==> src/design/whack_a_mole_params.svh <==
`ifndef WHACK_A_MOLE_PARAMS_SVH
`define WHACK_A_MOLE_PARAMS_SVH

////////////////////////////////////////////////////////////
// Round timing, in clock cycles
////////////////////////////////////////////////////////////

// Round start to mole up
`define WAM_SPAWN_DELAY 20

// Hammer window at level 0
`define WAM_HAMMER_WINDOW 400

// Window shrink per difficulty level
`define WAM_WINDOW_STEP 30

////////////////////////////////////////////////////////////
// Difficulty thresholds
////////////////////////////////////////////////////////////

// Score distance between thresholds
`define WAM_LEVEL_STRIDE 10

// Number of thresholds, so highest level
`define WAM_MAX_LEVEL 9

////////////////////////////////////////////////////////////
// Game rules
////////////////////////////////////////////////////////////

`define WAM_START_LIVES 3
`define WAM_SCORE_MAX 127

// Nonzero LFSR start value
`define WAM_LFSR_SEED 8'h5A

`endif

==> src/design/whack_a_mole_pkg.sv <==
`default_nettype none

package whack_a_mole_pkg;

    ////////////////////////////////////////////////////////////
    // Vector types
    ////////////////////////////////////////////////////////////

    // One bit per hole, buttons and moles alike
    typedef logic [3:0] mole_vec_t;

    // Hole index
    typedef logic [1:0] mole_idx_t;

    // Player score, saturating
    typedef logic [6:0] score_t;

    // Remaining lives, 0 only while idle
    typedef logic [1:0] lives_t;

    // Spawn delay and hammer window countdowns
    typedef logic [15:0] tick_t;

    // Mole-pick LFSR state
    typedef logic [7:0] lfsr_t;

    ////////////////////////////////////////////////////////////
    // State and verdict encodings
    ////////////////////////////////////////////////////////////

    // Top-level game phase, exposed on the state pins
    typedef enum logic [1:0] {
        IDLE      = 2'd0,
        WAIT_MOLE = 2'd1,
        MOLE_UP   = 2'd2
    } game_state_t;

    // Outcome of one mole-up
    typedef enum logic [1:0] {
        HIT     = 2'd0,
        WRONG   = 2'd1,
        TIMEOUT = 2'd2
    } verdict_t;

    // Single-cycle verdict from the judge
    typedef struct packed {
        logic     valid;
        verdict_t verdict;
    } round_result_t;

endpackage

`default_nettype wire

==> src/design/mole_spawner.sv <==
`default_nettype none

`include "whack_a_mole_params.svh"

module mole_spawner import whack_a_mole_pkg::*; (
    input  wire           clk,
    input  wire           reset,
    input  wire           round_start,
    input  wire           game_active,
    input  wire round_result_t result,
    output mole_vec_t     moles
);

    ////////////////////////////////////////////////////////////
    // Mole pick LFSR
    ////////////////////////////////////////////////////////////

    lfsr_t     lfsr;
    lfsr_t     lfsr_next;
    // Spawn countdown, nonzero while a mole is pending
    tick_t     spawn_cnt;
    mole_idx_t pick;

    // Fibonacci form, taps 8 6 5 4
    assign lfsr_next = {lfsr[6:0], lfsr[7] ^ lfsr[5] ^ lfsr[4] ^ lfsr[3]};

    // Hole comes from the low bits of the current state
    assign pick = lfsr[1:0];

    always_ff @(posedge clk or posedge reset) begin
        if (reset) begin
            lfsr <= `WAM_LFSR_SEED;
        end else if (game_active && round_start) begin
            // One step per round
            lfsr <= lfsr_next;
        end
    end

    ////////////////////////////////////////////////////////////
    // Spawn delay and mole register
    ////////////////////////////////////////////////////////////

    always_ff @(posedge clk or posedge reset) begin
        if (reset) begin
            spawn_cnt <= '0;
            moles     <= '0;
        end else if (!game_active) begin
            // Game over or idle, everything dark
            spawn_cnt <= '0;
            moles     <= '0;
        end else begin
            if (round_start) begin
                // Counts down to 1, mole shows on the following cycle
                spawn_cnt <= tick_t'(`WAM_SPAWN_DELAY - 1);
            end else if (spawn_cnt != '0) begin
                spawn_cnt <= spawn_cnt - 1'b1;
                if (spawn_cnt == tick_t'(1)) begin
                    moles <= mole_vec_t'(1) << pick;
                end
            end

            // Verdict is in, hide the mole next cycle
            if (result.valid) begin
                moles <= '0;
            end
        end
    end

    ////////////////////////////////////////////////////////////
    // Checks
    ////////////////////////////////////////////////////////////

    // Never more than one hole lit
    a_moles_onehot0: assert property (
        @(posedge clk) disable iff (reset)
        $onehot0(moles)
    );

    // All-zero state would lock the sequence
    a_lfsr_nonzero: assert property (
        @(posedge clk) disable iff (reset)
        lfsr != '0
    );

endmodule

`default_nettype wire

==> src/design/hammer_judge.sv <==
`default_nettype none

`include "whack_a_mole_params.svh"

module hammer_judge import whack_a_mole_pkg::*; (
    input  wire            clk,
    input  wire            reset,
    input  wire mole_vec_t buttons,
    input  wire mole_vec_t moles,
    input  wire score_t    score,
    input  wire            game_active,
    output mole_vec_t      press,
    output round_result_t  result
);

    ////////////////////////////////////////////////////////////
    // Button edges
    ////////////////////////////////////////////////////////////

    mole_vec_t  btn_q;
    mole_vec_t  btn_prev;
    logic       was_up;
    logic       done;
    tick_t      window_cnt;
    logic [3:0] level;
    tick_t      window_len;
    logic       mole_up;
    logic       first_cycle;
    logic       judging;
    logic       hit_now;
    logic       wrong_now;
    logic       timeout_now;

    // Buttons arrive debounced, one register stage is enough
    always_ff @(posedge clk or posedge reset) begin
        if (reset) begin
            btn_q    <= '0;
            btn_prev <= '0;
        end else begin
            btn_q    <= buttons;
            btn_prev <= btn_q;
        end
    end

    // One-cycle pulse per rising edge
    assign press = btn_q & ~btn_prev;

    ////////////////////////////////////////////////////////////
    // Difficulty
    ////////////////////////////////////////////////////////////

    // Thresholds strictly exceeded, loop bound caps the level
    always_comb begin
        level = '0;
        for (int k = 1; k <= `WAM_MAX_LEVEL; k++) begin
            if (int'(score) > k * `WAM_LEVEL_STRIDE) begin
                level = level + 4'd1;
            end
        end
    end

    assign window_len = tick_t'(`WAM_HAMMER_WINDOW)
                      - tick_t'(`WAM_WINDOW_STEP) * tick_t'(level);

    ////////////////////////////////////////////////////////////
    // Hammer window
    ////////////////////////////////////////////////////////////

    assign mole_up     = (moles != '0);
    assign first_cycle = mole_up && !was_up;
    assign judging     = mole_up && game_active && !done;

    // Right hole vs any other hole
    assign hit_now     = judging && ((press & moles) != '0);
    assign wrong_now   = judging && ((press & ~moles) != '0);
    // Counter is only valid after the load in the first cycle
    assign timeout_now = judging && !first_cycle && (window_cnt == '0);

    always_ff @(posedge clk or posedge reset) begin
        if (reset) begin
            was_up     <= 1'b0;
            done       <= 1'b0;
            window_cnt <= '0;
        end else begin
            was_up <= mole_up;

            // One verdict per mole-up, rearm once dark
            if (!game_active || !mole_up) begin
                done <= 1'b0;
            end else if (hit_now || wrong_now || timeout_now) begin
                done <= 1'b1;
            end

            if (first_cycle) begin
                window_cnt <= window_len - 1'b1;
            end else if (judging && window_cnt != '0) begin
                window_cnt <= window_cnt - 1'b1;
            end
        end
    end

    ////////////////////////////////////////////////////////////
    // Verdict register
    ////////////////////////////////////////////////////////////

    always_ff @(posedge clk or posedge reset) begin
        if (reset) begin
            result <= '{valid: 1'b0, verdict: HIT};
        end else begin
            result.valid <= hit_now || wrong_now || timeout_now;
            // Hit beats a simultaneous wrong press
            if (hit_now) begin
                result.verdict <= HIT;
            end else if (wrong_now) begin
                result.verdict <= WRONG;
            end else begin
                result.verdict <= TIMEOUT;
            end
        end
    end

    // The mole must go dark before another verdict
    a_single_verdict: assert property (
        @(posedge clk) disable iff (reset)
        result.valid |=> !result.valid
    );

endmodule

`default_nettype wire

==> src/design/game_control.sv <==
`default_nettype none

`include "whack_a_mole_params.svh"

module game_control import whack_a_mole_pkg::*; (
    input  wire                clk,
    input  wire                reset,
    input  wire mole_vec_t     press,
    input  wire mole_vec_t     moles,
    input  wire round_result_t result,
    output logic               round_start,
    output logic               game_active,
    output score_t             score,
    output lives_t             lives,
    output game_state_t        state
);

    ////////////////////////////////////////////////////////////
    // Derived levels
    ////////////////////////////////////////////////////////////

    logic   last_life;
    score_t score_inc;

    // Judge and spawner run only during a game
    assign game_active = (state != IDLE);

    // Miss on this life ends the game
    assign last_life = (lives <= lives_t'(1));

    // Saturating increment
    assign score_inc = (score == score_t'(`WAM_SCORE_MAX)) ? score : score + 1'b1;

    ////////////////////////////////////////////////////////////
    // Game FSM with score and lives
    ////////////////////////////////////////////////////////////

    always_ff @(posedge clk or posedge reset) begin
        if (reset) begin
            state       <= IDLE;
            score       <= '0;
            lives       <= '0;
            round_start <= 1'b0;
        end else begin
            // Pulse by default
            round_start <= 1'b0;

            if (game_active && result.valid) begin
                // Round over, book the verdict
                if (result.verdict == HIT) begin
                    score       <= score_inc;
                    round_start <= 1'b1;
                    state       <= WAIT_MOLE;
                end else if (!last_life) begin
                    lives       <= lives - 1'b1;
                    round_start <= 1'b1;
                    state       <= WAIT_MOLE;
                end else begin
                    // Out of lives, moles go dark with game_active
                    lives <= '0;
                    state <= IDLE;
                end
            end else begin
                case (state)
                    IDLE: begin
                        // Any button starts a fresh game
                        if (press != '0) begin
                            score       <= '0;
                            lives       <= lives_t'(`WAM_START_LIVES);
                            round_start <= 1'b1;
                            state       <= WAIT_MOLE;
                        end
                    end
                    WAIT_MOLE: begin
                        if (moles != '0) begin
                            state <= MOLE_UP;
                        end
                    end
                    MOLE_UP: begin
                        // Held until the judge reports
                        state <= MOLE_UP;
                    end
                    default: begin
                        state <= IDLE;
                    end
                endcase
            end
        end
    end

    ////////////////////////////////////////////////////////////
    // Checks
    ////////////////////////////////////////////////////////////

    // A running game always has a life left
    a_lives_in_game: assert property (
        @(posedge clk) disable iff (reset)
        (state != IDLE) |-> (lives != '0)
    );

endmodule

`default_nettype wire

==> src/design/whack_a_mole.sv <==
`default_nettype none

module whack_a_mole import whack_a_mole_pkg::*; (
    input  wire            clk,
    input  wire            reset,
    input  wire mole_vec_t buttons,
    output mole_vec_t      moles,
    output score_t         score,
    output lives_t         lives,
    output game_state_t    state
);

    ////////////////////////////////////////////////////////////
    // Internal nets
    ////////////////////////////////////////////////////////////

    // Rising edges, used by the FSM only while idle
    mole_vec_t     press;
    // One pulse per round
    logic          round_start;
    logic          game_active;
    // Judge verdict pulse
    round_result_t result;

    ////////////////////////////////////////////////////////////
    // Peers
    ////////////////////////////////////////////////////////////

    mole_spawner u_mole_spawner (
        .clk         (clk),
        .reset       (reset),
        .round_start (round_start),
        .game_active (game_active),
        .result      (result),
        .moles       (moles)
    );

    hammer_judge u_hammer_judge (
        .clk         (clk),
        .reset       (reset),
        .buttons     (buttons),
        .moles       (moles),
        .score       (score),
        .game_active (game_active),
        .press       (press),
        .result      (result)
    );

    game_control u_game_control (
        .clk         (clk),
        .reset       (reset),
        .press       (press),
        .moles       (moles),
        .result      (result),
        .round_start (round_start),
        .game_active (game_active),
        .score       (score),
        .lives       (lives),
        .state       (state)
    );

endmodule

`default_nettype wire

==> config.mk <==
export PLATFORM = sky130hd
export DESIGN_NAME = whack_a_mole
export DESIGN_NICKNAME = d
export VERILOG_FILES = /design/src/design/whack_a_mole_pkg.sv /design/src/design/mole_spawner.sv /design/src/design/hammer_judge.sv /design/src/design/game_control.sv /design/src/design/whack_a_mole.sv
export VERILOG_INCLUDE_DIRS = /design/src /design/src/design
export SDC_FILE = /design/constraint.sdc
export NUM_CORES = 1
export LEC_CHECK = 0
export BUFFER_PORTS_ARGS = -buffer_cell sky130_fd_sc_hd__buf_2
export CORE_AREA = 2 2 91 93
export DETAILED_ROUTE_END_ITERATION = 10
export DIE_AREA = 0 0 93 95
export PLACE_DENSITY = 0.8
export SLEW_MARGIN = 20
export SYNTH_ARGS = -nofsm -noshare
export SYNTH_HDL_FRONTEND = slang
export SYNTH_SLANG_ARGS = --single-unit
==> constraint.sdc <==
create_clock -name clk -period 11.45 [get_ports clk]
set_input_delay 0 -clock clk [delete_from_list [all_inputs] [get_ports clk]]
set_output_delay 0 -clock clk [all_outputs]
set_load 0.01 [all_outputs]
==> results.toml, run 1 <==
[global_routing]
grt_pass1_wl_um = 16570
antenna_found_initial = 0
grt_busiest_layer = "met2"
overflow = 0
first_global_vias = 3690
use_met2_pct = 39.01
grt_usage_pct = 23.01
grt_use_met1_pct = 31.18
grt_max_degree = 70
grtUsageMet3_pct = 4.629

[synthesis]
synth_commonest_cells = "dfrtp_1 (65), nand2_1 (58), nor2_1 (49)"
yosysWarnings = 0
synthArstFlopShare_pct = 100.0
yosysUniqueCellTypes = 67
syn-num-nets = 576
synth_flop_cell = "dfrtp_1"
yosys-top-cells-area = "dfrtp_1 (34%), ha_1 (7.8%), xnor2_1 (6.4%), nand2_1 (4.5%), nor2_1 (3.8%)"
ys_seq_area_share_pct = 35.88
synth_seq_cells = 69
syn_avg_cell_area_um2 = 9.004
synth-edff-count = 0
synth_most_common_cell = "dfrtp_1"
synth_top_area_share_pct = 33.70
yosys.area.top_type = "dfrtp_1"
synth_cells = 536
netlist_area_um2 = 4826

[routing]
wl_um = 9495
viasPerCell = 5.785
dr.pass1.iters = 4
drc = 0
antenna_left = 0
drt-wirelength-per-cell_um = 14.15
vias = 3882
drt_iter0_markers = 211

[cts]
clock_latency_ns = 0.34
ctsRootBufferMaster = "clkbuf_8"
cts_buffer_depth = 2
htreeDepth = 3
cts_tree = "done"
cts.clk_slew.worst_paths_ns = 0.07
cts_sinks = 69
numCtsBuffers = 9
cts_resized = 0

[power]
p_per_area_nw_per_um2 = 184.3
swShare_pct = 37.52
power.internal_uw = 610.3
p_comb_share_pct = 37.0
p_leak_nw = 2.458
switchingPower_uw = 366.5
seqPwrFrac_pct = 39.1
vdd_drop_max_v = 0.0001427
p_clk_share_pct = 23.9

[timing]
clock_skew_ns = 0.01199
period_needed_ns = 8.908
post-route-period-util_pct = 77.80
relSlewSlack_pct = 43.09
slew_viol_final = 0
setup_violations = 0
tightest_slew_ns = 0.8536
timing.fmax_mhz = 112.3
hold_ws_ns = 0.3040
finalHoldViolations = 0
fin_ws_ns = 2.542
grt_setup_unrepaired = "no"
tns_ns = 0

[run]
drv_cap = 0

[die]
dieWidth_um = 93
dieArea_um2 = 8835
start_util_pct = 60.87
core_um2 = 7928
io_pins = 21
die_y_um = 95
rows = 33

[setup_path]
required_ns = 11.69
worstSetupEndpointType = "flip-flop"
critPathArrivalTime_ns = 9.15
crit_type = "reg2reg"
slowest_delay_ns = 0.55
start_kind = "flip-flop"
path_common_cell = "ha_1"
critical_path_peak_fanout = 17
slowest_stage = "dfrtp_1"

[placement]
numPortBuffers = 20
place_hpwl_um = 6927
routabilityCongestion = 0.8158
pre_cts_slack_ns = 2.619

[outcome]
run_status = "finished clean"

[finish]
final_nets = 601
area_growth_pct = 9.800
diodes = 0
drive_above_1_share_pct = 12.72
nFillCells = 645

[worst_hold_path]
hold_path.class = "in2reg"
[worst max-delay path, delay by kind of cell, from the launching register on]
| family | cells | cell delay [ns] |
|---|---|---|
| flops | 1 | 0.55 |
| buf+inv | 2 | 0.14 |
| simple gates | 8 | 1.41 |
| fa+ha+maj | 7 | 2.34 |
| xor+xnor | 7 | 1.49 |
| compound gates | 13 | 2.92 |
[routing by layer]
layer	vias to the layer above	wire length, µm
met5	-	0
met4	0	53
met3	6	271
met2	63	4681
met1	1871	4488
li1	1942	-
[power by group through the flow]
stage	registers, mW	clock network, mW	logic [mW]
2_1_floorplan	0.374	0	0.282
3_3_place_gp	0.381	0	0.341
3_5_place_dp	0.385	0	0.358
4_1_cts	0.381	0.237	0.363
5_1_grt	0.394	0.251	0.410
6_report	0.382	0.233	0.362
[final timing paths]
kind                                         start                             to  slack [ns]  cells past startpoint
min in group asynchronous                    reset   u_hammer_judge.window_cnt[9]        0.45                      4
max                        u_game_control.score[5]  u_hammer_judge.window_cnt[12]        2.54                     37
max reg2reg                u_game_control.score[5]  u_hammer_judge.window_cnt[12]        2.54                     37
max in group asynchronous                    reset   u_mole_spawner.spawn_cnt[10]       10.44                      4
min                                     buttons[3]        u_hammer_judge.btn_q[3]        0.30                      2
min reg2reg                u_hammer_judge.btn_q[3]     u_hammer_judge.btn_prev[3]        0.38                      0
[state kept, by name, summed over array words and instances, names as in the netlist]
name and cells:
u_game_control.lives 2, u_game_control.round_start 1, u_game_control.score 7, u_game_control.state 2, u_hammer_judge.btn_prev 4, u_hammer_judge.btn_q 4
u_hammer_judge.done 1, u_hammer_judge.result 3, u_hammer_judge.was_up 1, u_hammer_judge.window_cnt 16, u_mole_spawner.lfsr 8, u_mole_spawner.moles 4
u_mole_spawner.spawn_cnt 16
[cells by family (layout without fill, tap and decap cells)]
family                     after synthesis  after routing  synth area share [%]
adders and majority gates               34             34                 9.437
and+or+nand+nor                        202            202                 20.69
DFF                                     69             69                 35.88
AOI/OAI and AO/OA                      120            120                 16.41
muxes                                   11             11                 2.489
xor gates and xnor gates                55             55                 11.23
buffers and inverters                   45             75                 3.863
[cells in the final DEF (no fill, tap or decap), types with 11 or more instances in the layout]
master / synthesis / layout
nand2b_1: 11 / 11
inv_1: 30 / 29
xor2_1: 16 / 16
nor2_1: 49 / 49
buf_2: 4 / 20
nor3_1: 18 / 18
a21oi_1: 29 / 29
dfrtp_1: 65 / 65
nor4_1: 11 / 11
o21ai_0: 33 / 33
xnor2_1: 35 / 35
nand2_1: 58 / 58
ha_1: 30 / 30
[through the flow]
step / std cells / power [mW] / area (µm²) / utilization [%]
final: 671 / 0.9768 / 5299 / 66.84
after global routing: 671 / 1.055 / 5299 / 66.84
after CTS: 671 / 0.9810 / 5299 / 66.84
after detailed placement: 650 / 0.7427 / 5011 / 63.21
after global placement: 650 / 0.7218 / 5011 / 63.21
after floorplan: 536 / 0.6557 / 4826 / -
[repair_timing]
action,4_1_cts,5_1_grt
endpoints found under the setup margin,0,0
hold buffers,5,0
buffers inserted,0,0
hold endpoints to repair,69,0
[area by class of cell]
type,instances,area [µm²],area share [%]
Multi-Input combinational cell,422,2908,54.88
Sequential cell,69,1732,32.68
Timing Repair Buffer,28,172.7,3.259
Tap cell,105,131.4,2.479
Clock buffer,9,123.9,2.338
Inverter,31,117.6,2.220
Clock inverter,7,113.9,2.149
Note: power is estimated with default switching activity, not from simulation.
==> inputs of run 2 (changes only) <==
clock period = 9.27 ns   (was 11.45 ns; I/O delays follow)
==> results.toml, run 2 (synthesis gave the netlist of run 1 again) <==
[finish]
final_cell_mix = "dfrtp_1 (65), nand2_1 (58), nor2_1 (49)"
final_common_cell = "dfrtp_1"
reg.largest.list = "u_hammer_judge.window_cnt: 16 flops, u_mole_spawner.spawn_cnt: 16 flops, u_mole_spawner.lfsr: 8 flops"
area_growth_pct = 9.826
final_cell_area_um2 = 5300
nFillCells = 636
final_nets = 601
diodes = 0
drive_above_1_share_pct = 12.90

[routing]
dr.pass1.iters = 5
viasPerCell = 5.692
drt_iter0_markers = 207
drt-wirelength-per-cell_um = 14.10
wl_um = 9461
drc = 0
antenna_left = 0
vias = 3819

[setup_path]
slowest_stage = "fa_1"
critical_path_peak_fanout = 17
start_kind = "flip-flop"
worstSetupStartpoint = "u_game_control.score[5]"
crit_type = "reg2reg"
worstSetupEndpointType = "flip-flop"
reg2reg_from = "u_game_control.score[5]"
path_common_cell = "ha_1"
critPathArrivalTime_ns = 8.92
slowest_delay_ns = 0.55
required_ns = 9.53

[power]
swShare_pct = 37.67
power.internal_uw = 741.2
switchingPower_uw = 447.9
vdd_drop_max_v = 0.0002168
p_per_area_nw_per_um2 = 224.4
p_comb_share_pct = 37.2
p_clk_share_pct = 23.0
p_leak_nw = 2.462
seqPwrFrac_pct = 39.8

[die]
dieWidth_um = 93
core_um2 = 7928
dieArea_um2 = 8835
io_pins = 21
rows = 33
die_y_um = 95
start_util_pct = 60.87

[timing]
period_needed_ns = 8.659
timing.fmax_mhz = 115.5
tightest_slew_ns = 0.8392
hold_ws_ns = 0.2961
clock_skew_ns = 0.005779
setup_violations = 0
fin_ws_ns = 0.6110
post-route-period-util_pct = 93.41
relSlewSlack_pct = 44.05
finalHoldViolations = 0
slew_viol_final = 0

[cts]
post-cts-setup-buffer-count = 0
htreeDepth = 3
cts_tree = "done"
clock_latency_ns = 0.35
cts_buffer_depth = 2
ctsRootBufferMaster = "clkbuf_8"
cts_sinks = 69
numCtsBuffers = 9
cts.clk_slew.worst_paths_ns = 0.07

[global_routing]
grt_usage_pct = 23.47
overflow = 0
first_global_vias = 3694
antenna_found_initial = 0
grt_pass1_wl_um = 16580
grt_max_degree = 70

[worst_hold_path]
hold_path.class = "in2reg"
min_from = "buttons[0]"

[placement]
routabilityCongestion = 0.8158
place_hpwl_um = 6949
pre_cts_slack_ns = 0.4075
post_dp_cell_area_um2 = 5011
numPortBuffers = 20

[run]
drv_cap = 0

[outcome]
run_status = "finished clean"
## run 2: cell types whose count changed in the layout (fill, tap and decap cells not counted), sizes merged
cell / before / now
clkbuf: 9 / 12
bufinv: 3 / 2
clkinv: 5 / 3
## run 2: worst paths after layout
check,end,slack [ns],cells after the start
setup / recovery,u_hammer_judge.window_cnt[12],0.61,37
hold / removal,u_hammer_judge.btn_q[0],0.30,2
setup reg to reg,u_hammer_judge.window_cnt[12],0.61,37
max in group asynchronous,u_hammer_judge.window_cnt[14],8.28,4
min in group asynchronous,u_hammer_judge.window_cnt[9],0.45,4
hold reg to reg,u_hammer_judge.btn_prev[3],0.38,0
## run 2: power by group through the flow
stage / registers [mW] / logic [mW] / clock network, mW
finish: 0.474 / 0.442 / 0.274
global route: 0.487 / 0.506 / 0.294
floorplan: 0.462 / 0.348 / 0
CTS: 0.473 / 0.444 / 0.281
global placement: 0.470 / 0.422 / 0
detailed placement: 0.477 / 0.442 / 0
## run 2: layer usage
metal / GRT usage, % / up-vias / share of wire, % / wire (µm)
met5: 0 / - / 0 / 0
met3: 4.709 / 13 / 3.0 / 280
li1: - / 1937 / - / -
met4: 7.966 / 0 / 0.94 / 89
met1: 30.64 / 1822 / 47 / 4402
met2: 39.31 / 47 / 50 / 4689
## run 2: final cells by class
| type | instances | area, µm² | share of cell area, % |
|---|---|---|---|
| timing repair buffer | 28 | 172.7 | 3.258 |
| clock inverter | 4 | 70.07 | 1.322 |
| inverter | 31 | 117.6 | 2.219 |
| clock buffer | 12 | 155.1 | 2.927 |
| tap | 105 | 131.4 | 2.479 |
| multi-input combinational | 422 | 2922 | 55.12 |
| sequential | 69 | 1732 | 32.67 |
## run 2: worst max-delay path: cells and delay by family, from the launching register on
family | cells | cell delay, ns
flip-flops | 1 | 0.54
adder cells (fa/ha/maj) | 7 | 2.33
AND/OR/NAND/NOR | 8 | 1.37
XOR/XNOR | 7 | 1.31
AO/OA/AOI/OAI | 13 | 2.89
buffers and inverters | 2 | 0.13
## run 2: what timing repair did
item | CTS | global route
hold buffers | 5 | 0
endpoints found under the hold margin | 69 | 0
setup endpoints to repair | 0 | 7
gates resized for setup | 0 | 2
## run 2: stage by stage
stage	power (mW)	std cells	TNS [ns]	utilization, %
after floorplan	0.8099	536	0	-
after global placement	0.8916	650	0	63.21
after detailed placement	0.9185	650	0	63.21
after CTS	1.198	671	0	66.68
after global routing	1.288	671	-0.001847	66.86
final	1.189	671	0	66.86
==> inputs of run 3 (changes only) <==
REMOVE_ABC_BUFFERS = 1   (was not set)
==> results.toml, run 3 (synthesis gave the netlist of run 1 again) <==
[finish]
multi_input_area_um2 = 2922
diodes = 0
area_growth_pct = 9.282
final_common_cell = "dfrtp_1"
finalNonFillerCells = 671
nFillCells = 620
reg.largest.list = "u_hammer_judge.window_cnt: 16 flops, u_mole_spawner.spawn_cnt: 16 flops, u_mole_spawner.lfsr: 8 flops"
final_cell_area_um2 = 5274
drive_above_1_share_pct = 13.07
area.sequential_um2 = 1732
final_cell_mix = "dfrtp_1 (65), nand2_1 (58), nor2_1 (49)"
final_nets = 601

[worst_hold_path]
hold_path.class = "in2reg"
min_from = "buttons[0]"
holdPathEnd = "u_hammer_judge.btn_q[0]"
hold_depth = 2

[cts]
cts_sinks = 69
clock_latency_ns = 0.35
cts_buffer_depth = 2
cts.clk_slew.worst_paths_ns = 0.08
ctsRootBufferMaster = "clkbuf_8"
htreeDepth = 3
cts_tree = "done"
numCtsBuffers = 9
post-cts-setup-buffer-count = 0

[die]
start_util_pct = 60.87
dieWidth_um = 93
rows = 33
core_um2 = 7928
io_pins = 21
die_y_um = 95
dieArea_um2 = 8835

[outcome]
run_status = "finished clean"

[global_routing]
overflow = 0
antenna_found_initial = 0
grt_usage_pct = 23.73
grt_pass1_wl_um = 16970
grt_max_degree = 70
first_global_vias = 3782

[power]
p_comb_share_pct = 38.3
seqPwrFrac_pct = 40.8
swShare_pct = 39.83
switchingPower_uw = 464.1
p_per_area_nw_per_um2 = 220.9
power_mw = 1.165
p_leak_nw = 2.437
power.internal_uw = 701.0
vdd_drop_max_v = 0.0001484
p_clk_share_pct = 20.9

[setup_path]
rr_worst_depth = 37
path_common_cell = "ha_1"
rr_endpoint = "u_hammer_judge.window_cnt[12]"
reg2reg_slack_ns = 0.66
slowest_stage = "dfrtp_1"
reg2reg_from = "u_game_control.score[5]"
crit_type = "reg2reg"
worstSetupStartpoint = "u_game_control.score[5]"
required_ns = 9.54
worstSetupEndpointType = "flip-flop"
slowest_delay_ns = 0.56
critPathArrivalTime_ns = 8.88
start_kind = "flip-flop"
critical_path_peak_fanout = 17

[timing]
clock_skew_ns = 0.008341
relSlewSlack_pct = 43.30
finalHoldViolations = 0
slew_viol_final = 0
period_needed_ns = 8.611
setup_violations = 0
fin_ws_ns = 0.6585
timing.fmax_mhz = 116.1
grt_setup_unrepaired = "no"
post-route-period-util_pct = 92.90
tightest_slew_ns = 0.8505
tns_ns = 0

[placement]
post_dp_cell_area_um2 = 5011
routabilityCongestion = 0.8197
numPortBuffers = 20
pre_cts_slack_ns = 0.3638
place_hpwl_um = 7006
dp.cells = 650

[routing]
viasPerCell = 5.744
wl_met2_um = 4817
drt-wirelength-per-cell_um = 14.36
highest_layer = "met4"
wl_um = 9637
dr.pass1.iters = 4
dr_wl_met3_um = 325
wl_met1_um = 4426
vias = 3854
drc = 0
antenna_left = 0
drt_iter0_markers = 180

[run]
drv_cap = 0
[run 3: cell type report]
type	count	area share (%)
flip-flops and latches	69	32.84
multi-input cells	422	55.40
inverters	31	2.230
repair buffers	28	3.274
clock buffers	9	2.349
clock inverters	7	1.423
well taps	105	2.491
[run 3: critical path, delay by kind of cell, from the launching register on]
kind                     cells  cell delay (ns)
AO/OA/AOI/OAI               13             2.80
adder cells (fa/ha/maj)      7             2.31
AND/OR/NAND/NOR              8             1.38
flip-flops                   1             0.56
XOR/XNOR                     7             1.33
buffers and inverters        2             0.14
[run 3: worst max-delay path by stage]
stage	endpoint	slack, ns
floorplan	u_hammer_judge.window_cnt[12]	1.20
global route	u_hammer_judge.window_cnt[12]	0.04
global placement	u_hammer_judge.window_cnt[10]	0.79
detailed placement	u_hammer_judge.window_cnt[12]	0.36
CTS	u_hammer_judge.window_cnt[12]	0.30
finish	u_hammer_judge.window_cnt[12]	0.66
[run 3: layer usage]
metal	up-vias	track usage, %
met3	10	5.028
met4	0	6.618
met1	1848	31.07
met5	-	0
met2	58	40.16
li1	1938	-
[run 3: timing repair]
item / CTS / global route
hold buffers: 5 / 0
endpoints found under the setup margin: 0 / 7
endpoints found under the hold margin: 69 / 0
resized for setup: 0 / 2
[run 3: power by group through the flow]
| stage | Sequential (mW) | Combinational, mW | Clock (mW) |
|---|---|---|---|
| 2_1_floorplan | 0.462 | 0.340 | 0 |
| 3_3_place_gp | 0.471 | 0.420 | 0 |
| 3_5_place_dp | 0.478 | 0.439 | 0 |
| 4_1_cts | 0.473 | 0.447 | 0.250 |
| 5_1_grt | 0.487 | 0.507 | 0.264 |
| 6_report | 0.476 | 0.446 | 0.243 |
[run 3: through the flow]
stage / utilization [%] / hold slack, ns
final: 66.52 / 0.2901
after global placement: 63.21 / 0.1078
after floorplan: - / 0.03143
after detailed placement: 63.21 / 0.1093
after global routing: 66.52 / 0.2681
after CTS: 66.35 / 0.2731
